`src/core_pkg.sv`:
```
/*
 * Integer execution cluster package
 * Sizes, register and data types, ALU opcodes and the packets passed
 * between issue, the execution lanes and writeback
 */
package core_pkg;

    // Cluster sizes
    localparam int NUM_PHYS_REGS = 64;     // Physical registers, reg 0 is hardwired zero
    localparam int NUM_LANES     = 2;      // Execution lanes, one writeback port each
    localparam int XLEN          = 64;     // Datapath width
    localparam int PHREG_W       = $clog2(NUM_PHYS_REGS);
    localparam int LANE_IDX_W    = (NUM_LANES > 1) ? $clog2(NUM_LANES) : 1;
    localparam int SHAMT_W       = 6;      // Shift amount taken from operand 2

    typedef logic [PHREG_W-1:0]    phreg_t;     // Physical register index
    typedef logic [XLEN-1:0]       bus64_t;     // Data word
    typedef logic [LANE_IDX_W-1:0] lane_idx_t;  // Round-robin lane pointer

    // ALU opcodes
    typedef enum logic [2:0] {
        OP_ADD  = 3'd0,
        OP_SUB  = 3'd1,
        OP_AND  = 3'd2,
        OP_OR   = 3'd3,
        OP_XOR  = 3'd4,
        OP_SLL  = 3'd5,
        OP_SRL  = 3'd6,
        OP_ADDI = 3'd7     // src1 + imm, src2 unused
    } alu_op_e;

    // Instruction at the cluster input
    typedef struct packed {
        logic    valid;
        alu_op_e op;
        phreg_t  dst;
        phreg_t  src1;
        phreg_t  src2;
        bus64_t  imm;
    } issue_pkt_t;

    // Issue to lane, operands already read and bypassed
    typedef struct packed {
        logic    valid;
        alu_op_e op;
        phreg_t  dst;
        bus64_t  opa;
        bus64_t  opb;
    } lane_req_t;

    // Lane result, also used for writeback and retire
    typedef struct packed {
        logic   valid;
        phreg_t dst;
        bus64_t data;
    } wb_t;

endpackage

```
`src/wb_collector.sv`:
```
/*
 * Writeback collector
 * Maps each lane result onto its register file write port,
 * releases the scoreboard entry and builds the retire report
 */
module wb_collector
    import core_pkg::*;
(
    input  wb_t    [NUM_LANES-1:0] lane_wb_i,

    // Register file write ports
    output logic   [NUM_LANES-1:0] rf_we_o,
    output phreg_t [NUM_LANES-1:0] rf_waddr_o,
    output bus64_t [NUM_LANES-1:0] rf_wdata_o,

    // Scoreboard clears
    output logic   [NUM_LANES-1:0] sb_clr_valid_o,
    output phreg_t [NUM_LANES-1:0] sb_clr_reg_o,

    // Retire report
    output wb_t    [NUM_LANES-1:0] retire_o
);

    always_comb begin
        for (int p = 0; p < NUM_LANES; p++) begin
            // Lane p owns write port p
            rf_we_o[p]    = lane_wb_i[p].valid;
            rf_waddr_o[p] = lane_wb_i[p].dst;
            rf_wdata_o[p] = lane_wb_i[p].data;

            sb_clr_valid_o[p] = lane_wb_i[p].valid;
            sb_clr_reg_o[p]   = lane_wb_i[p].dst;

            // Retire record, payload zeroed on idle ports
            retire_o[p].valid = lane_wb_i[p].valid;
            if (lane_wb_i[p].valid) begin
                retire_o[p].dst  = lane_wb_i[p].dst;
                retire_o[p].data = lane_wb_i[p].data;
            end else begin
                retire_o[p].dst  = '0;
                retire_o[p].data = '0;
            end
        end
    end

endmodule

```
`config.mk`:
```
export PLATFORM = sky130hd
export DESIGN_NAME = wb_collector
export DESIGN_NICKNAME = d
export VERILOG_FILES = /design/src/core_pkg.sv /design/src/wb_collector.sv
export SDC_FILE = /design/constraint.sdc
export NUM_CORES = 1
export LEC_CHECK = 0
export BUFFER_PORTS_ARGS = -buffer_cell sky130_fd_sc_hd__buf_2
export CORE_AREA = 2 2 170 172
export DETAILED_ROUTE_END_ITERATION = 8
export DIE_AREA = 0 0 172 174
export GPL_ROUTABILITY_DRIVEN = 0
export SYNTH_ARGS = -nofsm -noshare
export SYNTH_HDL_FRONTEND = slang
export SYNTH_SLANG_ARGS = --single-unit
```
`constraint.sdc`:
```
create_clock -name vclk -period 0.8
set_input_delay 0.08 -clock vclk [all_inputs]
set_output_delay 0.08 -clock vclk [all_outputs]
set_load 0.02 [all_outputs]
```
==> impl_metrics.yaml, run 1 <==
final_layout:
  fin_cells: 983
  final_util_pct: 14.5
  drive_above_1_share_pct: 100
  clkbuf_count: 0
  area_growth_pct: 77.3
  layout_common_cells: "422 x buf_2, 140 x and2_2, 11 x buf_6"
  finalInstanceArea_sq_um: 4090
  layout.nets: 738
  ff_latch_area_sq_um: 0
  layout_commonest_cell: "buf_2"
  n_sequential_cell: 0
  nFillCells: 3334
pwr:
  power_frac_clock_pct: 0
  pwr-share-seq_pct: 0
  power_frac_comb_pct: 100.0
  leakagePower_nw: 2.47
  switchingPower_mw: 1.94
  p_sw_share_pct: 62.2
  irDropWorstVdd_uv: 342
  powerDensity_nw_per_um2: 764
  power.internal_mw: 1.18
floorplanning:
  die_y_um: 174
  top_level_ports: 440
  die-width_um: 172
  fp-row-count: 62
  coreArea_sq_um: 28200
  start_util_pct: 8.17
  die_area_sq_um: 29900
timing:
  relSlewSlack_pct: 83.4
  maxSlewViolCount: 0
  timing.final.ws_setup_ns: 0.0128
  fin_tns_setup_ns: 0
  tightest_slew_ns: 0.250
  fmax_ghz: 1.27
  rsz0062_at_grt: "yes"
  hold_viol_final: 0
  period_minus_slack_ns: 0.787
  setup_viol: 0
  period_share_pct: 98.4
routing:
  drt_iter0_markers: 63
  vias: 2988
  drtPass1Iterations: 4
  postRouteAntennaNets: 0
  routed_wl_mm: 20.6
  drc_errors: 0
  wl_per_cell_um: 20.9
  vias_per_cell: 3.04
grt:
  overflow: 0
  grt_pass1_vias: 2604
  grt_start_max_net_pins: 48
  grt_pass1_wl_mm: 22.9
  antenna_found_initial: 15
  grt_usage_pct: 11.5
clock_network:
  postCtsHoldBufs: 0
critical_path:
  crit_chain: "buf_8 > clkbuf_16 > and2_2 > buf_4"
  cp_max_fo: 12
  cp.required_ns: 0.72
  cp.arrival_ns: 0.71
  critPathCaptureType: "output pin"
  crit_family: "buffers and inverters"
  path_class: "primary input to output pin"
  cp.buffers_inverters: 3
  max_stage_delay_ns: 0.17
  start_kind: "primary input"
  critPathSlowestCell: "clkbuf_16"
placement:
  dp_cells: 968
  numPortBuffers: 440
  place_area_sq_um: 3800
  place_ws_ns: -0.0286
synth:
  syn_nets: 454
  netlist_area_sq_um: 2310
  yosysWarnings: 0
  synth_cells: 312
  yosysUniqueCellTypes: 3
  syn_avg_cell_area_sq_um: 7.39
  ys_seq_area_share_pct: 0
outcome:
  status: "finished, final reports clean"
run:
  cap_violations: 0
worst_hold_path:
  hp-class: "primary input to output pin"
==> final timing paths <==
kind,endpoint,cells after the start,slack [ns],start
max,retire_o[117],4,0.01,lane_wb_i[141]
min,rf_wdata_o[68],2,0.39,lane_wb_i[75]
==> stage by stage <==
step | power (mW) | hold slack, ns
CTS | 3.01 | 0.394
floorplan | 2.06 | 0.273
finish | 3.12 | 0.393
detailed placement | 2.97 | 0.392
global placement | 2.95 | 0.390
global route | 3.29 | 0.405
==> area by class of cell <==
| cell class | instances | area (sq um) | share of cell area, % |
|---|---|---|---|
| multi-input combinational | 140 | 1050 | 25.7 |
| timing repair buffer | 454 | 2550 | 62.3 |
| tap | 384 | 480 | 11.7 |
| antenna | 5 | 12.5 | 0.306 |
==> kinds of logic after synthesis <==
| group | share of synthesized area, % |
|---|---|
| buffers and inverters | 54.4 |
| and+or+nand+nor | 45.6 |
==> power by group through the flow <==
| stage | sequential [mW] | clock, mW | combinational, mW |
|---|---|---|---|
| floorplan | 0 | 0 | 2.06 |
| global placement | 0 | 0 | 2.95 |
| detailed placement | 0 | 0 | 2.97 |
| CTS | 0 | 0 | 3.01 |
| global route | 0 | 0.000000335 | 3.29 |
| finish | 0 | 0.000000838 | 3.12 |
==> metal layers <==
layer / part of all wire, % / vias to the layer above / GRT usage [%]
met2: 51 / 302 / 22.1
met5: 0.23 / - / 0.502
met1: 33 / 1286 / 11.1
met3: 11 / 42 / 3.60
li1: - / 1352 / -
met4: 5.1 / 6 / 4.94
==> cells in the mapped netlist <==
cell type	count	share of area [%]
buf_4	158	51
and2_2	140	46
clkbuf_2	14	3.0
==> repair_timing <==
item,CTS,global route
setup buffers,0,1
resized for setup,17,17
endpoints found under the setup margin,40,136
cloned,0,9
pin swaps,0,0
(Power assumes the default switching activity.)
==> run 2: changes to the inputs <==
Settings changed: ABC_AREA set to 1, CORE_AREA 2 2 170 172 to 2 2 171 173, DIE_AREA 0 0 172 174 to 0 0 173 175.
==> impl_metrics.yaml, run 2 <==
synth:
  synth.most_common_cell: "buf_4"
  syn_avg_cell_area_sq_um: 5.31
  synth_cells: 454
  ys_seq_area_share_pct: 0
  netlist_area_sq_um: 2410
  yosys-top-cells-area: "buf_4 50%, inv_1 22%, nand2_1 22%, buf_6 6.5%"
  synth_commonest_cells: "160 x buf_4, 140 x inv_1, 140 x nand2_1"
  yosysWarnings: 0
  yosysUniqueCellTypes: 4
  synth_top_cell_by_area: "buf_4"
  synth_top_area_share_pct: 49.8
  syn_nets: 596
grt:
  grt_pass1_vias: 2732
  overflow: 0
  antenna_found_initial: 5
  grt_pass1_wl_mm: 16.7
  grt_usage_pct: 6.92
  grt_start_max_net_pins: 60
final_layout:
  finalInstanceArea_sq_um: 4040
  n_sequential_cell: 0
  clkbuf_count: 0
  layout_commonest_cell: "buf_2"
  drive_above_1_share_pct: 61.6
  multiInputGateArea_sq_um: 526
  layout_common_cells: "405 x buf_2, 140 x nand2_1, 140 x inv_1"
  fin_cells: 1114
  final_util_pct: 14.2
  nFillCells: 3377
  area_growth_pct: 67.7
  layout.nets: 874
  ff_latch_area_sq_um: 0
  antenna_cells: 0
floorplanning:
  die_y_um: 175
  top_level_ports: 440
  fp-row-count: 62
  coreArea_sq_um: 28400
  die-width_um: 173
  die_area_sq_um: 30300
  start_util_pct: 8.49
placement:
  place_area_sq_um: 3800
  dp_cells: 1108
  dpl.hpwl_mm: 11.3
  numPortBuffers: 440
critical_path:
  crit_family: "buffers and inverters"
  start_kind: "primary input"
  cp.required_ns: 0.72
  max_stage_delay_ns: 0.20
  path_class: "primary input to output pin"
  crit_chain: "buf_6 > clkbuf_16 > nand2_1 > inv_1 > buf_2"
  critPathCaptureType: "output pin"
  cp.buffers_inverters: 4
  cp.arrival_ns: 0.70
  critPathSlowestCell: "clkbuf_16"
  cp_max_fo: 18
worst_hold_path:
  hp-class: "primary input to output pin"
routing:
  postRouteAntennaNets: 0
  drt_iter0_markers: 228
  wl_per_cell_um: 12.1
  routed_wl_mm: 13.5
  vias: 3371
  drc_errors: 0
  vias_per_cell: 3.03
  drtPass1Iterations: 5
timing:
  period_minus_slack_ns: 0.776
  tightest_slew_ns: 0.209
  period_share_pct: 97.0
  relSlewSlack_pct: 86.2
  hold_viol_final: 0
  setup_viol: 0
  fmax_ghz: 1.29
  fin_tns_setup_ns: 0
  maxSlewViolCount: 0
pwr:
  leakagePower_nw: 3.37
  irDropWorstVdd_uv: 407
  powerDensity_nw_per_um2: 733
clock_network:
  postCtsSetupRepairBufs: 0
  postCtsHoldBufs: 0
outcome:
  status: "finished, final reports clean"
run:
  cap_violations: 0
==> run 2: through the flow <==
| stage | hold WS (ns) | power, mW | worst slack, ns |
|---|---|---|---|
| floorplan | 0.273 | 2.07 | 0.184 |
| CTS | 0.393 | 2.84 | -0.0138 |
| global placement | 0.392 | 2.78 | -0.00774 |
| finish | 0.392 | 2.96 | 0.0241 |
| global route | 0.399 | 3.14 | -0.00298 |
| detailed placement | 0.392 | 2.78 | -0.0308 |
==> run 2: timing repair <==
| item | 4_1_cts | 5_1_grt |
|---|---|---|
| endpoints found under the setup margin | 33 | 129 |
| gates resized for setup | 33 | 8 |
| cloned | 0 | 6 |
==> run 2: cell type report <==
type	count	share of cell area (%)
Timing Repair Buffer	450	62.1
Multi-Input combinational cell	140	13.0
Tap cell	384	11.9
Inverter	140	13.0
==> run 2: per-layer routing <==
metal	global-route usage [%]	part of all wire (%)	up-vias
li1	-	-	1607
met1	10.2	44	1568
met2	10.1	44	172
met3	2.50	11	14
met4	0.0353	0.23	10
met5	0	0.49	-
==> run 2: path summary, 6_finish.rpt <==
check	to	cells past startpoint	start	slack (ns)
hold / removal	rf_wdata_o[15]	2	lane_wb_i[15]	0.39
setup / recovery	retire_o[1]	5	lane_wb_i[70]	0.02
==> run 2: report_power, final <==
part | leakage, nW | internal [mW] | total [mW] | switching, mW
Sequential | 0 | 0 | 0 | 0
Clock | 0 | 0 | 0 | 0
Combinational | 3.37 | 1.04 | 2.96 | 1.92
Total | 3.37 | 1.04 | 2.96 | 1.92
==> run 2: logic make-up after synthesis <==
group	after synthesis	synth area share (%)
buffers and inverters	314	78.2
AND/OR/NAND/NOR	140	21.8
