### src/core_pkg.sv
/*
 * Integer execution cluster package
 * Sizes, register and data types, ALU opcodes and the packets passed
 * between issue, the execution lanes and writeback
 */
package core_pkg;

    // Cluster sizes
    localparam int NUM_PHYS_REGS = 64;     // Physical registers, reg 0 is hardwired zero
    localparam int NUM_LANES     = 2;      // Execution lanes, one writeback port each
    localparam int XLEN          = 64;     // Datapath width
    localparam int PHREG_W       = $clog2(NUM_PHYS_REGS);
    localparam int LANE_IDX_W    = (NUM_LANES > 1) ? $clog2(NUM_LANES) : 1;
    localparam int SHAMT_W       = 6;      // Shift amount taken from operand 2

    typedef logic [PHREG_W-1:0]    phreg_t;     // Physical register index
    typedef logic [XLEN-1:0]       bus64_t;     // Data word
    typedef logic [LANE_IDX_W-1:0] lane_idx_t;  // Round-robin lane pointer

    // ALU opcodes
    typedef enum logic [2:0] {
        OP_ADD  = 3'd0,
        OP_SUB  = 3'd1,
        OP_AND  = 3'd2,
        OP_OR   = 3'd3,
        OP_XOR  = 3'd4,
        OP_SLL  = 3'd5,
        OP_SRL  = 3'd6,
        OP_ADDI = 3'd7     // src1 + imm, src2 unused
    } alu_op_e;

    // Instruction at the cluster input
    typedef struct packed {
        logic    valid;
        alu_op_e op;
        phreg_t  dst;
        phreg_t  src1;
        phreg_t  src2;
        bus64_t  imm;
    } issue_pkt_t;

    // Issue to lane, operands already read and bypassed
    typedef struct packed {
        logic    valid;
        alu_op_e op;
        phreg_t  dst;
        bus64_t  opa;
        bus64_t  opb;
    } lane_req_t;

    // Lane result, also used for writeback and retire
    typedef struct packed {
        logic   valid;
        phreg_t dst;
        bus64_t data;
    } wb_t;

endpackage

### src/scoreboard.sv
/*
 * Scoreboard
 * One busy bit per physical register, set when an instruction
 * is accepted and cleared when its result is written back
 * A clear in the current cycle already shows the register free
 */
module scoreboard
    import core_pkg::*;
(
    input  logic                       clk_i,
    input  logic                       rst_n_i,

    // Set from issue
    input  logic                       set_valid_i,
    input  phreg_t                     set_reg_i,

    // Clears from writeback
    input  logic   [NUM_LANES-1:0]     clr_valid_i,
    input  phreg_t [NUM_LANES-1:0]     clr_reg_i,

    output logic   [NUM_PHYS_REGS-1:0] busy_o
);

    logic [NUM_PHYS_REGS-1:0] busy_q;
    logic [NUM_PHYS_REGS-1:0] set_mask;
    logic [NUM_PHYS_REGS-1:0] clr_mask;

    // Decode set and clear requests into masks
    always_comb begin
        set_mask = '0;
        clr_mask = '0;
        if (set_valid_i) begin
            set_mask[set_reg_i] = 1'b1;
        end
        for (int p = 0; p < NUM_LANES; p++) begin
            if (clr_valid_i[p]) begin
                clr_mask[clr_reg_i[p]] = 1'b1;
            end
        end
        set_mask[0] = 1'b0;     // Reg 0 never tracked
    end

    // Set wins over clear, a WAW issue lands on the writeback cycle
    always_ff @(posedge clk_i) begin
        if (!rst_n_i) begin
            busy_q <= '0;
        end else begin
            busy_q <= (busy_q & ~clr_mask) | set_mask;
        end
    end

    // Early release through the clears
    assign busy_o = busy_q & ~clr_mask;

endmodule

### config.mk
export PLATFORM = sky130hd
export DESIGN_NAME = scoreboard
export DESIGN_NICKNAME = d
export VERILOG_FILES = /design/src/core_pkg.sv /design/src/scoreboard.sv
export SDC_FILE = /design/constraint.sdc
export NUM_CORES = 1
export LEC_CHECK = 0
export BUFFER_PORTS_ARGS = -buffer_cell sky130_fd_sc_hd__buf_4
export CORE_UTILIZATION = 40
export CTS_CLUSTER_DIAMETER = 40
export DETAILED_ROUTE_END_ITERATION = 8
export PLACE_DENSITY = 0.7
export SYNTH_ARGS = -nofsm -noshare
export SYNTH_HDL_FRONTEND = slang
export SYNTH_SLANG_ARGS = --single-unit
### constraint.sdc
create_clock -name clk_i -period 1.4 [get_ports clk_i]
set_clock_uncertainty 0.2 [all_clocks]
set_input_delay 0.07 -clock clk_i [delete_from_list [all_inputs] [get_ports clk_i]]
set_output_delay 0.07 -clock clk_i [all_outputs]
set_load 0.01 [all_outputs]
==> results of run 1 <==
synthesized netlist by cell type, types with 8 or more instances:
cell type  number  area [um^2]
clkbuf_1       28        105.1
dfxtp_1        64         1281
inv_1          27        101.4
nand2_1         9        33.78
nand3_1        10        50.05
nand3b_1       10        75.07
nand4b_1       11        96.34
nand4bb_1       8        90.09
nor2_1         32        120.1
nor3_1         11        55.05
o21ai_0        11        55.05
o221a_2        22        247.7
o22ai_1        28        175.2
o2bb2ai_1      24        210.2
o32ai_1        20        175.2
or3b_2          8        70.07
cell families after synthesis:
family	Yosys count
flip-flops	64
AND/OR/NAND/NOR	141
buffers and inverters	62
AO/OA/AOI/OAI	133
final cells by class:
type	count	area [um^2]	share of cell area
flip-flops and latches	64	1285	0.2073
clock buffers	10	137.6	0.02220
repair buffers	185	1703	0.2747
clock inverters	6	115.1	0.01857
well taps	105	131.4	0.02119
multi-input cells	274	2723	0.4392
inverters	28	105.1	0.01695
report_power, final:
group	internal (mW)	leakage, nW	switching (mW)
Sequential	1.83	0.517	0.00571
Combinational	0.377	1.70	0.459
Clock	1.24	0.123	0.834
Total	3.45	2.34	1.30
layer usage:
| layer | wire length, um | track usage |
|---|---|---|
| met1 | 6295 | 0.4009 |
| met4 | 628 | 0.1331 |
| met2 | 7641 | 0.5337 |
| met3 | 1291 | 0.06161 |
| met5 | 0 | 0 |
critical path, stage by stage:
cell	delay [ns]
buf_4	0.11
dlygate4sd3_1	0.72
nand2_1	0.15
or4_1	0.45
o31ai_1	0.10
through the flow:
stage	instances	cell area [um^2]	util	setup WS, ns	power (mW)
6_report	672	6200	0.7397	-0.1444	4.748
5_1_grt	672	6200	0.7397	-0.1936	4.865
4_1_cts	657	5685	0.6783	-0.1088	4.590
3_5_place_dp	627	4805	0.5732	-0.2129	2.456
3_3_place_gp	627	4805	0.5732	-0.1964	2.442
2_1_floorplan	400	3687	-	-0.1224	2.172
what timing repair did:
action | 4_1_cts | 5_1_grt
setup buffers | 4 | 14
hold buffers | 10 | 2
gates cloned | 0 | 1
hold endpoints to repair | 16 | 13
gates resized for setup | 99 | 83
pin swaps | 24 | 33
endpoints found under the setup margin | 57 | 74
path summary, 6_finish.rpt:
kind	startpoint	to	slack (ns)	cells past startpoint
worst min register to register	busy_q[53]$_SDFF_PN0_	busy_q[53]$_SDFF_PN0_	0.28	2
worst max-delay path	set_reg_i[2]	busy_q[38]$_SDFF_PN0_	-0.14	5
worst max register to register	busy_q[33]$_SDFF_PN0_	busy_q[33]$_SDFF_PN0_	0.30	4
worst min-delay path	clr_reg_i[6]	busy_q[16]$_SDFF_PN0_	-0.04	3
==> reports/metrics.cfg, run 1 <==
[global_routing]
grt_pass1_vias = 4100
grt-ovfl-total = 0
grt_pass1_wl_mm = 21.74
grt_max_degree = 20
antenna_found_initial = 0
grt_usage = 0.3197

[outcome]
status = finished with violations
violations = hold timing, setup timing

[clock_network]
cts_inserted_buffers = 9
cts_buffer_depth = 2
cts_tree = done
clkTransAtPathRegs_ns = 0.07
root_buffer = clkbuf_8
htreeDepth = 3
clk_latency_ns = 0.36
clock_sinks = 64

[critical_path]
worstSetupEndpointType = register
required_ns = 1.46
critPathKind = primary input to register
worst_setup_path_start_kind = primary input
arrival_ns = 1.60
cp_max_fo = 6

[die]
die_area_mm2 = 0.009213
io_pins = 87
die_x_um = 95.99
dieHeight_um = 95.99
fp-row-count = 33
core_area_mm2 = 0.008382
start_util = 0.4216

[run]
cap_violations = 0

[layout]
top_regs = busy_q (64)
top_register = busy_q
drive_above_1_share = 0.5273
diodes = 0
largest_register_ffs = 64
final_common_cell = buf_4
layout-area-overhead-vs-synth_pct = 75.46
layout_common_cells = buf_4 (114), dfxtp_1 (61), buf_6 (51)
fillers = 559
nets = 585

[logic_synthesis]
ys_ff_latch = 64
synth_edf_count = 0
synthSimpleGateAreaFrac = 0.2567
async_flop_share = 0
syn-cell-area_mm2 = 0.003533
synth-compound-area-share = 0.3130
synth_xor_area_frac = 0
synthFlopType = dfxtp_1
synth_mux_area_frac = 0
syn_inst = 400
ys_seq_area_frac = 0.3626
ys_warn_count = 0
synth_top_family_by_area = compound AO/OA/AOI/OAI gates
syn-num-nets = 423
synthDistinctLibCells = 47
synth-adder-area-share = 0
postSynthAreaPerCell_um2 = 8.833

[sta]
hold_viol_final = 2
rsz0062_at_grt = yes
period_minus_slack_ns = 1.544
maxSlewViolCount = 0
period_share = 1.103
layout_setup_ws_ns = -0.1444
whs_ns = -0.04252
slew_headroom = 0.6302
setup_viol = 33
tightest_slew_ns = 0.5504
max_freq_mhz = 647.5
setup_tns_ns = -1.402

[route]
antenna_left = 0
vias_per_cell = 6.563
drtPass1Iterations = 6
wirelength_mm = 15.86
vias = 4410
drtIter0Drc = 328
wl_per_cell_um = 23.60
drc = 0

[power_and_ir_drop]
ir_drop_mv = 0.5561
power_density_mw_per_mm2 = 765.9
cellLeakagePower_nw = 2.342

[placement]
place.gp.congestion = 0.8741
io_buffers = 86
hpwl_mm = 10.21

[min_path]
worstHoldPathType = primary input to register

(Power assumes the default switching activity.)
==> run 2, diff against run 1 <==
--- a/config.mk
+++ b/config.mk
@@ -6,10 +6,11 @@
 export NUM_CORES = 1
 export LEC_CHECK = 0
 export BUFFER_PORTS_ARGS = -buffer_cell sky130_fd_sc_hd__buf_4
-export CORE_UTILIZATION = 40
+export CORE_UTILIZATION = 45
 export CTS_CLUSTER_DIAMETER = 40
 export DETAILED_ROUTE_END_ITERATION = 8
-export PLACE_DENSITY = 0.7
+export MAX_ROUTING_LAYER = met4
+export PLACE_DENSITY = 0.77
 export SYNTH_ARGS = -nofsm -noshare
 export SYNTH_HDL_FRONTEND = slang
 export SYNTH_SLANG_ARGS = --single-unit
==> run 2 against run 1 <==
The run still ends with hold timing, setup timing left. Total power decreased by 0.39%. Sequential share of layout area fell by 0.37 points. Utilization up 11 points. Critical path depth down 1. Largest cell class unchanged. Highest routed layer unchanged.
==> reports/metrics.cfg, run 2 (synthesis gave the netlist of run 1 again) <==
[outcome]
status = finished with violations
violations = hold timing, setup timing

[route]
wl_per_cell_um = 27.26
antenna_left = 0
vias = 4786
drtIter0Drc = 615
drtPass1Iterations = 6
drc = 0
vias_per_cell = 7.122
wirelength_mm = 18.32

[power_and_ir_drop]
cellLeakagePower_nw = 2.398
power_density_mw_per_mm2 = 750.0
ir_drop_mv = 0.5499

[layout]
diodes = 0
multi_input_area_mm2 = 0.002746
fin_cells = 672
layout_common_cells = buf_4 (127), dfxtp_1 (62), buf_6 (42)
top_register = busy_q
drive_above_1_share = 0.5340
seqCellArea_mm2 = 0.001284
layout-area-overhead-vs-synth_pct = 78.47
nets = 592
final_common_cell = buf_4
fillers = 331
largest_register_ffs = 64
top_regs = busy_q (64)

[critical_path]
worstSetupEndpointType = output pin
r2r-start = busy_q[32]$_SDFF_PN0_
slowest_stage = or4b_4
startpoint = clr_reg_i[7]
critPathKind = primary input to output pin
reg2reg_slack_ns = 0.27
worstPathCellList = buf_8 > or4b_4 > o221a_4 > buf_6
required_ns = 1.13
r2r_end = busy_q[32]$_SDFF_PN0_
worst-path-buf-inv = 2
critPathTopFamily = simple AND/OR/NAND/NOR gates
arrival_ns = 1.29
cp_max_fo = 6
critPathMaxStageDelay_ns = 0.65
worst_setup_path_start_kind = primary input
rr_worst_depth = 3

[sta]
setup_viol = 39
period_share = 1.111
max_freq_mhz = 642.8
tightest_slew_ns = 0.6338
maxSlewViolCount = 0
slew_headroom = 0.5762
hold_viol_final = 2
period_minus_slack_ns = 1.556
whs_ns = -0.05704
rsz0062_at_grt = yes
layout_setup_ws_ns = -0.1556

[die]
die_x_um = 90.61
die_area_mm2 = 0.008210
io_pins = 87
fp-row-count = 31
start_util = 0.4769
dieHeight_um = 90.61
core_area_mm2 = 0.007408

[min_path]
hold_start = clr_reg_i[6]
whs_endpoint = busy_q[16]$_SDFF_PN0_
hold-path-cell-count = 3
worstHoldPathType = primary input to register

[placement]
io_buffers = 86
place.gp.congestion = 0.9949
hpwl_mm = 9.947
place_inst = 619

[clock_network]
cts_buffer_depth = 2
cts_tree = done
root_buffer = clkbuf_8
htreeDepth = 3
clk_latency_ns = 0.35
clkTransAtPathRegs_ns = 0.08
cts_inserted_buffers = 9
clock_sinks = 64

[global_routing]
grt_usage = 0.3616
grt_max_degree = 21
grt-ovfl-total = 0
antenna_found_initial = 0
grt_pass1_wl_mm = 22.61
grt_pass1_vias = 4176

[run]
cap_violations = 0

## run 2: where the power goes
group          switching (mW)  internal, mW
registers             0.00673          1.83
clock network           0.793          1.19
logic                   0.501         0.407
## run 2: through the flow
step / area [um^2] / total power, mW / setup TNS, ns / utilization / setup WS (ns)
final: 6306 / 4.730 / -2.004 / 0.8512 / -0.1556
after global routing: 6306 / 4.779 / -3.426 / 0.8512 / -0.1565
after global placement: 4795 / 2.443 / -8.136 / 0.6472 / -0.1884
after detailed placement: 4795 / 2.461 / -10.19 / 0.6472 / -0.2290
after floorplan: 3687 / 2.172 / -0.3529 / - / -0.1224
after CTS: 5639 / 4.451 / -1.131 / 0.7612 / -0.1129
## run 2: metal layers
layer | vias up | share of wire | global-route usage
li1 | 1940 | - | -
met1 | 2215 | 0.35 | 0.4493
met2 | 481 | 0.45 | 0.5676
met3 | 150 | 0.12 | 0.07492
met4 | 0 | 0.075 | 0.1546
met5 | - | 0 | -
## run 2: how the worst max path moves through the flow
stage	depth (start not counted)	endpoint	slack, ns
floorplan	4	busy_q[40]$_SDFF_PN0_	-0.12
global placement	4	busy_q[40]$_SDFF_PN0_	-0.19
detailed placement	4	busy_q[40]$_SDFF_PN0_	-0.23
CTS	4	busy_o[40]	-0.11
global route	7	busy_o[59]	-0.16
finish	4	busy_o[48]	-0.16
## run 2: worst reg2reg max path: stages, from the launching register on
cell,delay (ns)
dfxtp_1,0.34
o221a_4,0.14
buf_4,0.13
a22o_1,0.20
## run 2: final cells by class
cell class / instances / area share
clock buffer: 13 / 0.02837
clock inverter: 2 / 0.009524
inverter: 28 / 0.01726
multi-input combinational: 274 / 0.4355
sequential: 64 / 0.2036
tap: 99 / 0.01964
timing repair buffer: 192 / 0.2861
## run 2: what timing repair did
action / 4_1_cts / 5_1_grt
hold endpoints to repair: 14 / 11
pin swaps: 26 / 47
setup buffers: 12 / 17
gates resized for setup: 92 / 96
hold buffers: 4 / 5
setup endpoints to repair: 60 / 74
gates cloned: 1 / 2
==> run 3, diff against run 2 <==
==> constraint.sdc (replaced) <==
create_clock -name clk_i -period 1.4 [get_ports clk_i]
set_clock_uncertainty 0.2 [all_clocks]
set_input_delay 0.42 -clock clk_i [delete_from_list [all_inputs] [get_ports clk_i]]
set_output_delay 0.42 -clock clk_i [all_outputs]
set_load 0.01 [all_outputs]
==> run 3 against run 2 <==
The flow now stops in 5_1_grt. Area after synthesis unchanged. Synthesized cell count did not move.
==> reports/metrics.cfg, run 3 <==
[outcome]
status = did not finish
lastStage = 5_1_grt
error_line = [ERROR DPL-0038] Utilization greater than 100%, impossible to legalize

[logic_synthesis]
synth-compound-area-share = 0.3130
ys_warn_count = 0
synthFlopType = dfxtp_1
synth_mux_area_frac = 0
async_flop_share = 0
syn_inst = 400
synthSimpleGateAreaFrac = 0.2567
synthTopCellsByArea = dfxtp_1 (36%), o221a_2 (7.0%), o2bb2ai_1 (5.9%)
synth_top_family_by_area = compound AO/OA/AOI/OAI gates
postSynthAreaPerCell_um2 = 8.833
ys_seq_area_frac = 0.3626
ys_ff_latch = 64
syn-cell-area_mm2 = 0.003533
synth_top_cells_by_count = dfxtp_1 (64), nor2_1 (32), clkbuf_1 (28), o22ai_1 (28), inv_1 (27)
syn-num-nets = 423
synthDistinctLibCells = 47
synth.most_common_cell = dfxtp_1
synth-adder-area-share = 0
synth_xor_area_frac = 0
yosysTopAreaCellShare = 0.3626
synth_edf_count = 0
yosysTopAreaCell = dfxtp_1

[placement]
place.gp.congestion = 0.9446
dp_worst_setup_slack_ns = -0.8721
io_buffers = 86
placed_area_mm2 = 0.005440
hpwl_mm = 10.55
place_inst = 658

[die]
start_util = 0.4769
io_pins = 87
fp-row-count = 31
die_x_um = 90.61
dieHeight_um = 90.61

[clock_network]
htreeDepth = 3
cts_buffer_depth = 2
root_buffer = clkbuf_8
cts_inserted_buffers = 9
clock_sinks = 64

[sta]
endpoint_type = output port
grt_worst_setup_endpoint = busy_o[40]

[global_routing]
grt_max_degree = 22

[run 3: cell counts after synthesis]
Identical to the previous run, type by type.
[run 3: stage by stage]
stage / hold slack, ns / util
2_1_floorplan: 0.2426 / -
3_3_place_gp: 0.2521 / 0.7343
3_5_place_dp: 0.2673 / 0.7343
4_1_cts: 0.1803 / 0.9150
[run 3: kinds of logic after synthesis]
kind of cell           count (synthesis)
AND/OR/NAND/NOR                      141
buffers and inverters                 62
AO/OA/AOI/OAI                        133
flip-flops                            64
[run 3: timing repair]
item / 4_1_cts
cloned: 2
resized for setup: 161
setup buffers: 36
hold buffers: 0
pin swaps: 71
setup endpoints to repair: 112
==> run 4, diff against run 3 <==
--- a/config.mk
+++ b/config.mk
@@ -6,11 +6,9 @@
 export NUM_CORES = 1
 export LEC_CHECK = 0
 export BUFFER_PORTS_ARGS = -buffer_cell sky130_fd_sc_hd__buf_4
-export CORE_UTILIZATION = 45
-export CTS_CLUSTER_DIAMETER = 40
+export CORE_UTILIZATION = 30
 export DETAILED_ROUTE_END_ITERATION = 8
-export MAX_ROUTING_LAYER = met4
-export PLACE_DENSITY = 0.77
+export PLACE_DENSITY_LB_ADDON = 0.15
 export SYNTH_ARGS = -nofsm -noshare
 export SYNTH_HDL_FRONTEND = slang
 export SYNTH_SLANG_ARGS = --single-unit
==> constraint.sdc (replaced) <==
create_clock -name clk_i -period 1.8 [get_ports clk_i]
set_clock_uncertainty 0.2 [all_clocks]
set_input_delay 0.54 -clock clk_i [delete_from_list [all_inputs] [get_ports clk_i]]
set_output_delay 0.54 -clock clk_i [all_outputs]
set_load 0.01 [all_outputs]
==> run 4 against run 3 <==
The flow now finishes, with violations (setup timing).
==> reports/metrics.cfg, run 4 (synthesis gave the netlist of run 1 again) <==
[clock_network]
clkTransAtPathRegs_ns = 0.06
clk_latency_ns = 0.33
clock_sinks = 64
root_buffer = clkbuf_16
cts_inserted_buffers = 9
cts_buffer_depth = 2
htreeDepth = 3
cts_hold_buf = 0
cts_tree = done

[power_and_ir_drop]
ir_drop_mv = 0.3952
cellLeakagePower_nw = 2.756
power.internal_mw = 2.787
clock_power_share = 0.426
finalPower_mw = 3.892
power_density_mw_per_mm2 = 535.1
p_sw_mw = 1.106
p_comb_frac = 0.206
seq_power_share = 0.368
sw_frac_of_total = 0.2841

[layout]
top_register = busy_q
largest_register_ffs = 64
layout-area-overhead-vs-synth_pct = 105.9
nets = 645
diodes = 0
final_common_cell = buf_4
drive_above_1_share = 0.6172
top_regs = busy_q (64)
layout_common_cells = buf_4 (152), buf_6 (66), dfxtp_1 (64)

[placement]
hpwl_mm = 11.20
place.gp.congestion = 0.8599
io_buffers = 86

[global_routing]
grt_pass1_vias = 4444
met3_usage = 0.05763
gr-usage-met2 = 0.4418
grt_usage = 0.2694
grt_pass1_wl_mm = 25.34
grt_max_degree = 22
use_met1 = 0.3381
busiest_layer = met2
grt-ovfl-total = 0
antenna_found_initial = 0

[die]
start_util = 0.3081
dieHeight_um = 110.5
fp-row-count = 39
core_area_mm2 = 0.01147
die_area_mm2 = 0.01222
io_pins = 87
die_x_um = 110.5

[route]
drtPass1Iterations = 5
wirelength_mm = 17.38
vias = 4602
drtIter0Drc = 325
wl_per_cell_um = 22.57
antenna_left = 0
vias_per_cell = 5.977
drc = 0

[sta]
tightest_slew_ns = 0.4420
period_minus_slack_ns = 2.487
rsz0062_at_grt = yes
period_share = 1.382
hold_viol_final = 0
layout_setup_ws_ns = -0.6874
slew_headroom = 0.7046
setup_tns_ns = -33.84
maxSlewViolCount = 0
max_freq_mhz = 402.0
setup_viol = 65

[min_path]
hold-path-cell-count = 2
hold_start = busy_q[27]$_SDFF_PN0_
whs_endpoint = busy_q[27]$_SDFF_PN0_
worstHoldPathType = register to register

[outcome]
violations = setup timing
status = finished with violations

[critical_path]
r2r-start = busy_q[5]$_SDFF_PN0_
reg2reg_slack_ns = 0.68
rr_worst_depth = 4
startpoint = clr_reg_i[8]
arrival_ns = 1.75
worst_setup_path_start_kind = primary input
r2r_end = busy_q[5]$_SDFF_PN0_
cp_max_fo = 6
worstSetupEndpointType = output pin
required_ns = 1.06
critPathKind = primary input to output pin

[run]
cap_violations = 0

-- run 4: repair_timing --
action,CTS,global route
cloned,2,1
setup endpoints to repair,65,66
pin swaps,53,64
resized for setup,130,100
buffers inserted,32,23
-- run 4: critical path: stages --
cell     delay, ns
buf_8         0.10
or4b_4        0.64
o221a_1       0.31
buf_4         0.15
-- run 4: layout make-up --
class	count	area (um^2)
clock buffer	12	246.5
clock inverter	4	30.03
fill	856	4193
inverter	28	108.9
multi-input combinational	274	3049
sequential	64	1281
tap	143	178.9
timing repair buffer	245	2380
-- run 4: how the worst max path moves through the flow --
stage	end	slack, ns	depth (start not counted)
floorplan	busy_o[48]	-0.42	3
global placement	busy_o[48]	-0.71	4
detailed placement	busy_o[48]	-0.71	4
CTS	busy_o[32]	-0.68	4
global route	busy_o[32]	-0.70	4
finish	busy_o[32]	-0.69	4
-- run 4: routing by layer --
metal  up-vias  wire, um
li1       2054         -
met1      2283      7228
met2       213      8471
met3        52      1037
met4         0       639
met5         -         0
-- run 4: power by group through the flow --
stage / registers, mW / logic (mW) / clock network (mW)
3_3_place_gp: 1.46 / 0.515 / 0
5_1_grt: 1.43 / 0.832 / 1.73
6_report: 1.43 / 0.803 / 1.66
2_1_floorplan: 1.46 / 0.299 / 0
4_1_cts: 1.43 / 0.687 / 1.67
3_5_place_dp: 1.46 / 0.519 / 0
-- run 4: metrics by stage --
stage / hold slack (ns) / util / instances / setup slack [ns] / instance area [um^2]
global route: 0.3030 / 0.6344 / 770 / -0.7022 / 7274
global placement: 0.2666 / 0.4686 / 696 / -0.7054 / 5374
detailed placement: 0.2711 / 0.4686 / 696 / -0.7119 / 5374
floorplan: 0.2426 / - / 400 / -0.4228 / 4146
CTS: 0.2805 / 0.5806 / 746 / -0.6845 / 6658
finish: 0.2776 / 0.6344 / 770 / -0.6874 / 7274
