File: config.mk
export PLATFORM = sky130hd
export DESIGN_NAME = issue_unit
export DESIGN_NICKNAME = d
export VERILOG_FILES = /design/src/core_pkg.sv /design/src/issue_unit.sv
export SDC_FILE = /design/constraint.sdc
export NUM_CORES = 1
export LEC_CHECK = 0
export BUFFER_PORTS_ARGS = -buffer_cell sky130_fd_sc_hd__buf_2
export CORE_AREA = 10 10 215 217
export DETAILED_ROUTE_END_ITERATION = 16
export DIE_AREA = 0 0 225 227
export GPL_TIMING_DRIVEN = 0
export PLACE_DENSITY = 0.38
export SETUP_SLACK_MARGIN = 0.15
export SLEW_MARGIN = 10
export SYNTH_ARGS = -nofsm -noshare
export SYNTH_HDL_FRONTEND = slang
export SYNTH_SLANG_ARGS = --single-unit
export TNS_END_PERCENT = 5
File: constraint.sdc
create_clock -name clk_i -period 6.91 [get_ports clk_i]
set_input_delay 1.382 -clock clk_i [delete_from_list [all_inputs] [get_ports clk_i]]
set_output_delay 1.382 -clock clk_i [all_outputs]
set_load 0.03 [all_outputs]
File: src/core_pkg.sv
/*
 * Integer execution cluster package
 * Sizes, register and data types, ALU opcodes and the packets passed
 * between issue, the execution lanes and writeback
 */
package core_pkg;

    // Cluster sizes
    localparam int NUM_PHYS_REGS = 64;     // Physical registers, reg 0 is hardwired zero
    localparam int NUM_LANES     = 2;      // Execution lanes, one writeback port each
    localparam int XLEN          = 64;     // Datapath width
    localparam int PHREG_W       = $clog2(NUM_PHYS_REGS);
    localparam int LANE_IDX_W    = (NUM_LANES > 1) ? $clog2(NUM_LANES) : 1;
    localparam int SHAMT_W       = 6;      // Shift amount taken from operand 2

    typedef logic [PHREG_W-1:0]    phreg_t;     // Physical register index
    typedef logic [XLEN-1:0]       bus64_t;     // Data word
    typedef logic [LANE_IDX_W-1:0] lane_idx_t;  // Round-robin lane pointer

    // ALU opcodes
    typedef enum logic [2:0] {
        OP_ADD  = 3'd0,
        OP_SUB  = 3'd1,
        OP_AND  = 3'd2,
        OP_OR   = 3'd3,
        OP_XOR  = 3'd4,
        OP_SLL  = 3'd5,
        OP_SRL  = 3'd6,
        OP_ADDI = 3'd7     // src1 + imm, src2 unused
    } alu_op_e;

    // Instruction at the cluster input
    typedef struct packed {
        logic    valid;
        alu_op_e op;
        phreg_t  dst;
        phreg_t  src1;
        phreg_t  src2;
        bus64_t  imm;
    } issue_pkt_t;

    // Issue to lane, operands already read and bypassed
    typedef struct packed {
        logic    valid;
        alu_op_e op;
        phreg_t  dst;
        bus64_t  opa;
        bus64_t  opb;
    } lane_req_t;

    // Lane result, also used for writeback and retire
    typedef struct packed {
        logic   valid;
        phreg_t dst;
        bus64_t data;
    } wb_t;

endpackage

File: src/issue_unit.sv
/*
 * Issue unit
 * Checks the presented instruction against the scoreboard,
 * reads its operands and sends it to the next lane in
 * round-robin order, one instruction per cycle at most
 */
module issue_unit
    import core_pkg::*;
(
    input  logic                          clk_i,
    input  logic                          rst_n_i,

    // Instruction input
    input  issue_pkt_t                    issue_i,
    output logic                          issue_ready_o,

    // Scoreboard
    input  logic      [NUM_PHYS_REGS-1:0] busy_i,
    output logic                          sb_set_valid_o,
    output phreg_t                        sb_set_reg_o,

    // Register file read
    output phreg_t                        rf_raddr1_o,
    output phreg_t                        rf_raddr2_o,
    input  bus64_t                        rf_rdata1_i,
    input  bus64_t                        rf_rdata2_i,

    // Lane requests
    output lane_req_t [NUM_LANES-1:0]     lane_req_o
);

    lane_idx_t lane_ptr_q;      // Lane that takes the next instruction
    logic      uses_src2;
    logic      hazard;
    logic      accept;
    bus64_t    opb;

    assign uses_src2 = (issue_i.op != OP_ADDI);    // ADDI reads src1 only

    // RAW on either source, WAW on the destination
    assign hazard = busy_i[issue_i.src1]
                  | (uses_src2 & busy_i[issue_i.src2])
                  | busy_i[issue_i.dst];

    assign issue_ready_o = ~hazard;
    assign accept        = issue_i.valid & issue_ready_o;

    // Operand read
    assign rf_raddr1_o = issue_i.src1;
    assign rf_raddr2_o = issue_i.src2;
    assign opb         = uses_src2 ? rf_rdata2_i : issue_i.imm;

    // Mark the destination pending
    assign sb_set_valid_o = accept;
    assign sb_set_reg_o   = issue_i.dst;

    // Same payload on every lane, only the selected one sees valid
    always_comb begin
        for (int l = 0; l < NUM_LANES; l++) begin
            lane_req_o[l].valid = accept && (lane_ptr_q == lane_idx_t'(l));
            lane_req_o[l].op    = issue_i.op;
            lane_req_o[l].dst   = issue_i.dst;
            lane_req_o[l].opa   = rf_rdata1_i;
            lane_req_o[l].opb   = opb;
        end
    end

    // Round-robin pointer, advances on every acceptance
    always_ff @(posedge clk_i) begin
        if (!rst_n_i) begin
            lane_ptr_q <= '0;
        end else if (accept) begin
            if (lane_ptr_q == lane_idx_t'(NUM_LANES - 1)) begin
                lane_ptr_q <= '0;       // Wrap
            end else begin
                lane_ptr_q <= lane_ptr_q + 1'b1;
            end
        end
    end

endmodule

==> results of run 1 <==
power groups by stage:
stage	registers [mW]	clock network [mW]	logic, mW
3_5_place_dp	0.00689	0	0.700
5_1_grt	0.00696	0.0000000194	0.732
4_1_cts	0.00684	0	0.702
2_1_floorplan	0.00672	0	0.470
3_3_place_gp	0.00685	0	0.700
6_report	0.00682	0.000000117	0.691
worst max-delay path by stage:
stage                startpoint              end  slack, ns  depth (start not counted)
floorplan           issue_i[71]  lane_req_o[137]       1.95                          7
global placement    issue_i[64]  lane_req_o[275]       1.78                         10
detailed placement  issue_i[78]  lane_req_o[275]       1.74                         10
CTS                 issue_i[78]  lane_req_o[275]       1.76                         10
global route        issue_i[64]  lane_req_o[137]       1.62                          9
finish              issue_i[78]  lane_req_o[275]       1.78                         10
per-layer routing:
layer | vias to the layer above | routed length, µm | share of wire [%]
met5 | - | 41 | 0.14
met4 | 6 | 203 | 0.68
met3 | 18 | 2850 | 9.6
met2 | 261 | 15700 | 53
met1 | 2392 | 10900 | 37
li1 | 2438 | - | -
area by class of cell:
cell class / count / share of cell area, %
Inverter: 1 / 0.0500
Multi-Input combinational cell: 205 / 32.5
Tap cell: 539 / 8.99
Buffer: 250 / 24.3
Sequential cell: 1 / 0.267
Antenna cell: 6 / 0.200
Timing Repair Buffer: 506 / 33.8
per-stage QoR:
stage                     cells  utilization (%)  instance area (µm²)  hold slack, ns
final                      1508             18.0                 7500           0.488
after global routing       1503             17.9                 7490           0.527
after CTS                  1502             17.9                 7490           0.490
after detailed placement   1502             17.9                 7490           0.495
after global placement     1502             17.9                 7490           0.473
after floorplan             457                -                 4280           0.452
tightest hold or removal path, cell delays in order (launching register included):
cell and delay [ns]:
sky130_fd_sc_hd__dfxtp_1 0.30, sky130_fd_sc_hd__nand2_1 0.07, sky130_fd_sc_hd__mux2i_1 0.06
layout by cell type, fill, tap and decap left out, drive strengths merged:
cell     count
a311o        2
nand3        8
and2         1
mux2        68
mux4        40
dfxtp        1
nor4b        1
o22ai        1
nand4        1
buf        749
and3         1
o2111ai      1
a21oi        3
o211ai       2
clkbuf       7
mux2i       35
a2bb2oi      2
a31o         1
nand3b       1
nand2       10
diode        6
a22oi        3
nor2         5
nor3         1
o21ai        5
a211oi       1
a311oi       2
nor2b        5
a31oi        1
clkinv       1
nor3b        2
nand2b       2
kinds of logic (layout without fill, tap and decap cells):
group	Yosys count	count (layout)	synth area share, %
mux	143	143	47.5
simple gates	38	38	4.85
other cells	0	6	0
compound gates	24	24	4.50
flops	1	1	0.468
buf+inv	251	757	42.6
==> summary by stage, run 1 <==
Synth
In this run, synthesis produced a sequential element count of 1. Yosys attributes the largest share of cell area to sky130_fd_sc_hd__buf_4 (40%), sky130_fd_sc_hd__mux4_2 (18%), sky130_fd_sc_hd__mux2_2 (18%). Dividing the synthesized area by the synthesized cell count gives about 9.4 µm². The most used flip-flop cell after synthesis is sky130_fd_sc_hd__dfxtp_1. Yosys printed 0 warnings.

The most instantiated library cell after synthesis is sky130_fd_sc_hd__buf_4. The count of distinct cell types in the synthesized netlist is 38. The fraction of registers with async set or reset after synthesis is 0%. The number of nets in the synthesized netlist is between 700 and 800. In this run, synthesis inferred 0 flip-flops with an integrated enable.

Summing every instance area after synthesis gives ~4300 µm². The largest area contributor in the netlist is sky130_fd_sc_hd__buf_4. The post-synthesis cell count is around 460. The share of the synthesized area in the top cell type is between 40 and 50%. By count the netlist is led by sky130_fd_sc_hd__buf_4 (230), sky130_fd_sc_hd__mux2_2 (68), sky130_fd_sc_hd__mux2i_1 (35), sky130_fd_sc_hd__mux4_2 (35). The sequential fraction of the synthesis area is less than 1%.

GRT
For met1 alone, demand over resource in global routing was between 10% and 20%. The global routing usage on met2 is between 10% and 20%. The number of global-route vias before repair came to roughly 5.6k. For met3 alone, demand over resource in global routing was under 10%. The initial antenna violation count is 13. The total track usage is between 10% and 20%.

The peak-usage layer in the global routing report is met2. Entering global routing, the biggest net connects 11 pins. Global routing finished with a remaining overflow of 0.

The wire length of the first global-routing pass is 39.8 mm.

Setup path
The kind of cell adding the most delay to the critical path is buffers and inverters. The data arrival time of the worst path is 3.74 ns. The internal reg-to-reg setup slack is ~6.3 ns. Data on the critical path is required at its endpoint by around 5.5 ns. The most numerous cell type found on the critical path is sky130_fd_sc_hd__buf_2.

The capturing element type of the critical path is an output pin. The setup path with the least slack is of type primary input to output pin. The largest stage delay on the critical path is about 0.51 ns. The worst register-to-register path begins at lane_ptr_q$_SDFFE_PN0P_. Measured in cells, the most critical reg-to-reg path has a length of 2. Walking the worst path, the cells encountered are buf_2 -> buf_1 -> nor2b_1 -> a22oi_1 -> a311oi_1 -> a311o_1 -> o211ai_2 -> nor2_4 -> and2_1 -> buf_2. The largest fanout on the critical path is 10. The buffering stage count on the worst path with inverters included is 3. The endpoint of the worst register-to-register path is lane_ptr_q$_SDFFE_PN0P_. The library cell contributing the largest single delay on the critical path is sky130_fd_sc_hd__buf_1. The worst setup path is launched from a primary input.

Routing
The detail route stage leaves a number of antenna-violating nets equal to 0. The first routing iteration left about 170 violations. After detailed routing, the number of remaining DRC violations is 0.

The average wire per standard cell is 19.7 µm. The first TritonRoute pass finished after 4 iterations. The count of vias placed by the detailed router is between 5k and 6k. For this block, the routed nets add up to 29.7 mm of wire.

The routed via count divided by cell count is roughly 3.4.

Final layout
The share of final-layout standard cells stronger than drive strength 1 is 88.8%. The area growth from synthesis to layout is 75.2%. The largest registers in the layout are lane_ptr_q (1). The filler cells instantiated in the layout total about 4.8k. The sequential standard cell area is around 20 µm².

More flip-flops sit in one register than any other, and that register is lane_ptr_q. The number of flip-flops in the largest register is 1. For this run, the post-layout net count is ~1.2k. In the final layout, the multi-input gates occupy about 2400 µm².

Placement
The pre-CTS setup slack is around 1.7 ns. The global placement routability congestion is 0.762. The number of input and output port buffers inserted is 506. The detailed placer's ending HPWL is 27.8 mm.

Min path
The instance count along the most critical hold path is 2. The classification of the worst-slack hold path is flop to flop. The worst hold path begins at lane_ptr_q$_SDFFE_PN0P_.

The worst hold endpoint is lane_ptr_q$_SDFFE_PN0P_.

Pwr
The worst-case vdd ir drop is roughly 0.046 mV. In this run the power spent charging and discharging nets is around 400 µW. The analysis attributes to cell leakage a power of approximately 4 nW. The total power per unit cell area is around 93 nW/µm². The switching share of power is around 58%. The power share of the clock group is 0%.

Cell internal power was estimated by the tool at just under 300 µW. The design draws 697 µW. The share of total power dissipated in sequential elements is 1.0%. The proportion of power drawn by combinational gates is 99.0%.

Clock network
The clock reaches the later pin of the worst-skew pair after 0 ns. In this run the post-CTS setup repair buffer count came out at 0. The clock edge transition at the registers on the reported setup and hold paths is 0 ns.

After clock tree synthesis, the flow added hold-fix buffers numbering 0. The number of resized instances in the post-cts repair step is 0.

Timing
The post-route fraction of the period consumed by the critical path is between 70% and 80%. The count of pins over their slew limit is 0. The total negative slack is 0 ns. Timing would allow up to 195 MHz. On the final layout, the worst clock skew is 0 ns. The smallest setup slack after layout is roughly 1.8 ns. At the pin with the least slew margin, the transition time is between 0.8 and 0.9 ns.

Setup repair after global routing left no endpoint under its margin. The worst max-slew margin expressed relative to the limit is 42.9%. The number of hold-slack violations in the final timing report is 0. Counting I/O delays and the setup requirement, the final critical path takes 5.13 ns.

The number of setup violations in the final report is 0.

Floorplanning
The die height is roughly 230 µm. The top-level port count is 576. The floorplan step defined a core boundary enclosing 41800 µm². The effective utilization at floorplan is between 10% and 20%. The full die area is a little over 50000 µm².

The die outline width is between 200 and 250 µm. The floorplan has between 70 and 80 rows.

Run
The number of max-capacitance violations reported is 0.

Status
The flow ran to the end, and the final reports show no timing, DRC or antenna violations.
(Power assumes the default switching activity.)
==> inputs of run 2 (changes only) <==
PLACE_DENSITY = 0.39   (was 0.38)
clock period = 4.4 ns   (was 6.91 ns; I/O delays follow)
==> run 2 against run 1 <==
Core utilization is essentially flat. Critical endpoint unchanged. Highest routed layer unchanged. Die area is the same. Combinational power grew 58%.
==> summary by stage, run 2 (synthesis results as in run 1) <==
Status
The flow ran to the end, and the final reports show no timing, DRC or antenna violations.

Timing
The peak clock frequency supported by timing is 243 MHz. Of the available clock period, the critical path in the final layout requires between 90% and 100%. The final worst clock skew is 0 ns (unchanged). The count of pins over their slew limit came to 0 (unchanged). The transition time of the tightest slew-check pin was 0.787 ns (-0.0694 ns).

Setup repair after global routing could not meet its margin everywhere. The number of setup violations in the final report is 0 (unchanged). The total negative slack is 0 ns (unchanged).

The shortest period the worst path allows is roughly 4 ns. The worst max-slew margin expressed relative to the limit is 47.5% (+4.6 points). The number of hold-slack violations in the final timing report is 0 (unchanged).

Setup path
The internal reg-to-reg setup slack was 3.74 ns (-2.52 ns). The endpoint of the worst register-to-register path is lane_ptr_q$_SDFFE_PN0P_. The data arrival time of the worst path came to 3.24 ns (-0.50 ns).

The largest fanout on the critical path is 10 (unchanged). STA classifies the critical path startpoint as a primary input. The origin of the critical flop-to-flop path is lane_ptr_q$_SDFFE_PN0P_. The capturing element type of the critical path is an output pin.

The worst reg2reg path depth is 2 (unchanged). The critical path in this run is classified as primary input to output pin. The required arrival time at the worst endpoint is 3.52 ns (-2.01 ns).

Final layout
The most common cell after layout, fill and taps aside is sky130_fd_sc_hd__buf_2. The register name with the most flops is lane_ptr_q. The core occupancy in the finished layout is 17.9% (-0.027 points). The number of fillers in the final layout is 4739 (-0.59%).

The count of nets after finishing is 1245 (unchanged). The multi-input combinational cell area is 2440 µm² (unchanged). In the final layout, the registers with the most flip-flops are lane_ptr_q (1).

The number of flip-flops in the largest register was 1 (unchanged). Relative to the synthesized area, the layout overhead comes to 75.0%. In the layout the commonest cells are sky130_fd_sc_hd__buf_2 (516), sky130_fd_sc_hd__buf_4 (230), sky130_fd_sc_hd__mux2_2 (68), sky130_fd_sc_hd__mux4_2 (35), sky130_fd_sc_hd__mux2i_1 (35). The share of final-layout standard cells stronger than drive strength 1 is 88.9% (+0.10 points).

The sequential standard cell area is 20.0 µm² (unchanged).

Floorplanning
The full die area is 51100 µm² (unchanged). The top-level port count came to 576 (unchanged). The effective utilization at floorplan is 10.3% (unchanged). The floorplan core area was 41800 µm² (unchanged).

The die height came to 227 µm (unchanged). The number of cell rows is 75 (unchanged). The die outline width is 225 µm (unchanged).

Min path
The instance count along the most critical hold path came to 2 (unchanged). The classification of the worst-slack hold path is flop to flop. For hold timing, the worst endpoint is lane_ptr_q$_SDFFE_PN0P_. The worst min-delay path startpoint is lane_ptr_q$_SDFFE_PN0P_.

Pwr
The leakage power figure was 4.05 nW (about the same). The worst-case vdd ir drop is 0.0582 mV (+27%). The total power per unit cell area came to 147 nW/µm² (+58%).

Clock network
The source-to-sink clock delay at the later pin of the worst-skew pair is 0 ns (unchanged). The number of resized instances in the post-cts repair step is 0 (unchanged). The number of buffers inserted for hold repair after clock tree synthesis came to 0 (unchanged). The number of buffers added for setup after CTS is 0 (unchanged). The clock edge transition at the registers on the reported setup and hold paths came to 0 ns (unchanged).

Routing
The routed via count divided by cell count came to 3.49 (+2.9%). The number of DRC violations after detailed routing is 0 (unchanged). The average wire per standard cell is 20.5 µm (+4.5%). The number of design-rule violations left by the first detailed-router iteration is 205 (+19%). The count of vias placed by the detailed router was 5247 (+2.6%). The count of nets left with antenna violations after detail routing is 0 (unchanged). The first-pass iteration count of the detailed router is 4 (unchanged). The total length of routed wires is 30.9 mm (+4.1%).

GRT
The total track usage is 10.6% (+0.31 points). The initial antenna violation count was 20 (+7). The number of global-route vias before repair was 5628 (-0.12%). The wire length of the first global-routing pass is 40.3 mm (+1.2%). The maximum number of pins on one net before global-route repair came to 11 (unchanged). The overflow left after global routing is 0 (unchanged).

Placement
The number of input and output port buffers inserted is 506 (unchanged). The detailed placer's ending HPWL is 29.0 mm (+4.2%). The global placement routability congestion is 0.789 (+3.6%).

Run
The number of max-capacitance violations reported is 0 (unchanged).
-- run 2: cell types whose count changed in the layout (fill, tap and decap cells not counted) --
cell and change:
sky130_fd_sc_hd__diode_2 -5, sky130_fd_sc_hd__clkbuf_2 +1, sky130_fd_sc_hd__clkbuf_1 -1
-- run 2: layout make-up --
class / count / share of cell area, %
antenna: 1 / 0.0334
buffer: 250 / 24.3
inverter: 1 / 0.0501
multi-input combinational: 205 / 32.5
sequential: 1 / 0.267
tap: 539 / 9.00
timing repair buffer: 506 / 33.8
-- run 2: worst max path at each step --
| stage | start | end | slack [ns] | cells past startpoint |
|---|---|---|---|---|
| 2_1_floorplan | issue_i[71] | lane_req_o[137] | 0.45 | 7 |
| 3_3_place_gp | issue_i[82] | lane_req_o[150] | 0.19 | 7 |
| 3_5_place_dp | issue_i[82] | lane_req_o[150] | 0.16 | 7 |
| 4_1_cts | issue_i[82] | lane_req_o[150] | 0.16 | 7 |
| 5_1_grt | issue_i[78] | lane_req_o[275] | 0.14 | 10 |
| 6_report | issue_i[78] | lane_req_o[275] | 0.28 | 10 |
-- run 2: critical path, cell delays in order --
cell and delay [ns]:
sky130_fd_sc_hd__buf_2 0.19, sky130_fd_sc_hd__buf_1 0.49, sky130_fd_sc_hd__nor2b_1 0.33, sky130_fd_sc_hd__a22oi_1 0.14, sky130_fd_sc_hd__a311oi_1 0.38, sky130_fd_sc_hd__a311o_1 0.23, sky130_fd_sc_hd__o211ai_2 0.14, sky130_fd_sc_hd__nor2_4 0.14
sky130_fd_sc_hd__and2_1 0.13, sky130_fd_sc_hd__buf_2 0.19
-- run 2: stage by stage --
stage                     area, µm²  power, mW  setup slack [ns]  cells  hold slack [ns]
after CTS                      7490       1.12             0.158   1502            0.490
after global routing           7490       1.16             0.137   1502            0.547
after floorplan                4280      0.749             0.448    457            0.452
after global placement         7490       1.11             0.194   1502            0.470
after detailed placement       7490       1.11             0.165   1502            0.489
final                          7490       1.10             0.284   1503            0.493
-- run 2: report_power, final --
group	internal [mW]	total, mW	switching (mW)
registers	0.0101	0.0107	0.000631
logic	0.456	1.09	0.634
clock network	0.0000000305	0.0000000305	0
-- run 2: layer usage --
metal	up-vias	share of wire [%]	GRT usage [%]
li1	2430	-	-
met1	2459	36	11.7
met2	319	54	20.5
met3	29	9.5	3.27
met4	10	0.69	0.483
met5	-	0.22	0
==> inputs of run 3 (changes only) <==
CORE_AREA = 2 2 226 228   (was 10 10 215 217)
DIE_AREA = 0 0 228 230   (was 0 0 225 227)
PLACE_DENSITY = 0.35   (was 0.39)
==> run 3 against run 2 <==
First-iteration DRC count is 7.8% higher. Routed wire length fell by 11%. Design area grew 2.3%. Via count shrank 0.99%. Global-route usage decreased by 1.2 points. Final cell count grew 8.9%. Flip-flop and latch count unchanged. Worst hold slack lost 0.014 ns. Total power is 1.1% lower. Sequential share of layout area barely moved. Combinational power hardly changed. Critical path type unchanged. Largest power group unchanged.
==> summary by stage, run 3 (synthesis results as in run 1) <==
Final layout
In the layout the commonest cells are sky130_fd_sc_hd__buf_2 (516), sky130_fd_sc_hd__buf_4 (230), sky130_fd_sc_hd__mux2_2 (68), sky130_fd_sc_hd__mux4_2 (35), sky130_fd_sc_hd__mux2i_1 (35). In the final layout, the registers with the most flip-flops are lane_ptr_q (1). The number of flip-flops in the largest register was 1 (unchanged).

The register name with the most flops is lane_ptr_q. The number of fillers in the final layout is 5780 (+22%). The most common cell after layout, fill and taps aside is sky130_fd_sc_hd__buf_2. The share of final-layout standard cells stronger than drive strength 1 was 88.9% (unchanged).

The area growth from synthesis to layout is 78.9%. The final instance area came to 7660 µm² (+2.3%). The count of nets after finishing is 1245 (unchanged).

Placement
The number of input and output port buffers inserted is 506 (unchanged). The pre-CTS setup slack is 0.248 ns (+0.0833 ns). The detailed placer's ending HPWL is 25.5 mm (-12%). The global placement routability congestion is 0.781 (-0.99%).

The instance area at placement was 7650 µm² (+2.2%).

Floorplanning
The effective utilization at floorplan is 8.59% (-1.7 points). The number of cell rows is 82 (+9.3%). The top-level port count came to 576 (unchanged). The floorplan core area is 49900 µm² (+19%). The full die area came to 52400 µm² (+2.7%). The die outline width is 228 µm (+1.3%).

The die height is 230 µm (+1.3%).

GRT
The wire length of the first global-routing pass is 36.8 mm (-8.6%). The total track usage is 9.42% (-1.2 points). The number of global-route vias before repair is 5258 (-6.6%). The initial antenna violation count is 10 (-50%). The overflow left after global routing is 0 (unchanged).

The maximum number of pins on one net before global-route repair is 11 (unchanged).

Setup path
The worst setup path is of the primary input to output pin kind. The data arrival time of the worst path is 3.14 ns (-0.10 ns). The required arrival time at the worst endpoint is 3.52 ns (about the same). The origin of the critical flop-to-flop path is lane_ptr_q$_SDFFE_PN0P_.

Traced cell by cell, the critical path runs through buf_2 -> buf_2 -> mux4_2 -> mux2i_1 -> nand2_1 -> nand4_1 -> o2111ai_4 -> nor2_4 -> and2_1 -> buf_2. The critical path launch point type is a primary input. The largest stage delay on the critical path is 0.54 ns (+0.05 ns). STA classifies the critical path endpoint as an output pin.

The largest fanout on the critical path was 10 (unchanged). The cell with the most instances on the worst path is sky130_fd_sc_hd__buf_2. The most critical setup path has its startpoint at issue_i[64]. On the critical path, the stage with the largest delay is an instance of sky130_fd_sc_hd__mux4_2.

Min path
The worst min-delay path startpoint is lane_ptr_q$_SDFFE_PN0P_. The classification of the worst-slack hold path is flop to flop.

Routing
The first-pass iteration count of the detailed router is 6 (+2). The routed via count divided by cell count is 3.17 (-9.1%). The count of vias placed by the detailed router is 5195 (-0.99%). The total length of routed wires is 27.4 mm (-11%). The number of design-rule violations left by the first detailed-router iteration was 221 (+7.8%).

The number of DRC violations after detailed routing is 0 (unchanged). The count of nets left with antenna violations after detail routing came to 0 (unchanged). The average wire per standard cell came to 16.7 µm (-18%).

Clock network
The number of buffers inserted for hold repair after clock tree synthesis is 0 (unchanged). The number of buffers added for setup after CTS is 0 (unchanged). The source-to-sink clock delay at the later pin of the worst-skew pair is 0 ns (unchanged). The clock edge transition at the registers on the reported setup and hold paths is 0 ns (unchanged).

Pwr
The total power per unit cell area is 142 nW/µm² (-3.3%). The total power after layout came to 1.09 mW (-1.1%). The worst-case vdd ir drop is 0.0565 mV (-2.8%).

The leakage power figure is 4.05 nW (about the same).

Timing
The transition time of the tightest slew-check pin is 0.784 ns (-0.00363 ns). The number of hold-slack violations in the final timing report is 0 (unchanged). The post-route fraction of the period consumed by the critical path came to 91.5% (-2.1 points).

The smallest setup slack after layout came to 0.375 ns (+0.0918 ns). The peak clock frequency supported by timing is 248 MHz (+2.3%). Setup repair after global routing left no endpoint under its margin.

The final worst clock skew is 0 ns (unchanged). The worst max-slew margin expressed relative to the limit is 47.7% (+0.24 points). The number of setup violations in the final report is 0 (unchanged). The shortest period the worst path allows is 4.02 ns (-0.0918 ns). The count of pins over their slew limit came to 0 (unchanged).

The total negative slack was 0 ns (unchanged).

Status
The run finished with clean final reports.

Run
The number of max-capacitance violations reported is 0 (unchanged).
-- run 3: final cells by class --
type | instances | area, µm² | area share, %
repair buffers | 506 | 2530 | 33.1
diodes | 2 | 5.00 | 0.0653
plain buffers | 250 | 1820 | 23.8
inverters | 1 | 3.75 | 0.0490
flip-flops and latches | 1 | 20.0 | 0.261
well taps | 672 | 841 | 11.0
multi-input cells | 205 | 2440 | 31.8
-- run 3: through the flow --
step	hold WS (ns)	util, %	instances
2_1_floorplan	0.452	-	457
3_3_place_gp	0.473	15.4	1635
5_1_grt	0.512	15.4	1637
4_1_cts	0.486	15.4	1635
6_report	0.479	15.4	1637
3_5_place_dp	0.483	15.4	1635
-- run 3: critical path, delay by kind of cell --
family	cells	cell delay, ns
simple gates	4	0.53
compound gates	1	0.16
mux	2	0.84
buf+inv	3	0.73
-- run 3: what timing repair did --
action	CTS	global route
gates resized for setup	0	1
endpoints found under the hold margin	0	0
endpoints found under the setup margin	0	3
-- run 3: per-layer routing --
layer / part of all wire (%) / up-vias / global-route usage [%]
li1: - / 2427 / -
met1: 39 / 2435 / 11.1
met2: 54 / 303 / 18.4
met3: 5.7 / 26 / 1.34
met4: 1.1 / 4 / 0.817
met5: 0.098 / - / 0
-- run 3: report_power, final --
| part | internal, mW | switching, mW |
|---|---|---|
| Clock | 0.0000000612 | 0 |
| Sequential | 0.0101 | 0.000673 |
| Combinational | 0.456 | 0.621 |
-- run 3: final timing paths --
| check | end | slack (ns) | cells after the start |
|---|---|---|---|
| min reg2reg | lane_ptr_q$_SDFFE_PN0P_ | 0.48 | 2 |
| max reg2reg | lane_ptr_q$_SDFFE_PN0P_ | 3.77 | 2 |
| min | lane_ptr_q$_SDFFE_PN0P_ | 0.48 | 2 |
| max | lane_req_o[275] | 0.38 | 10 |
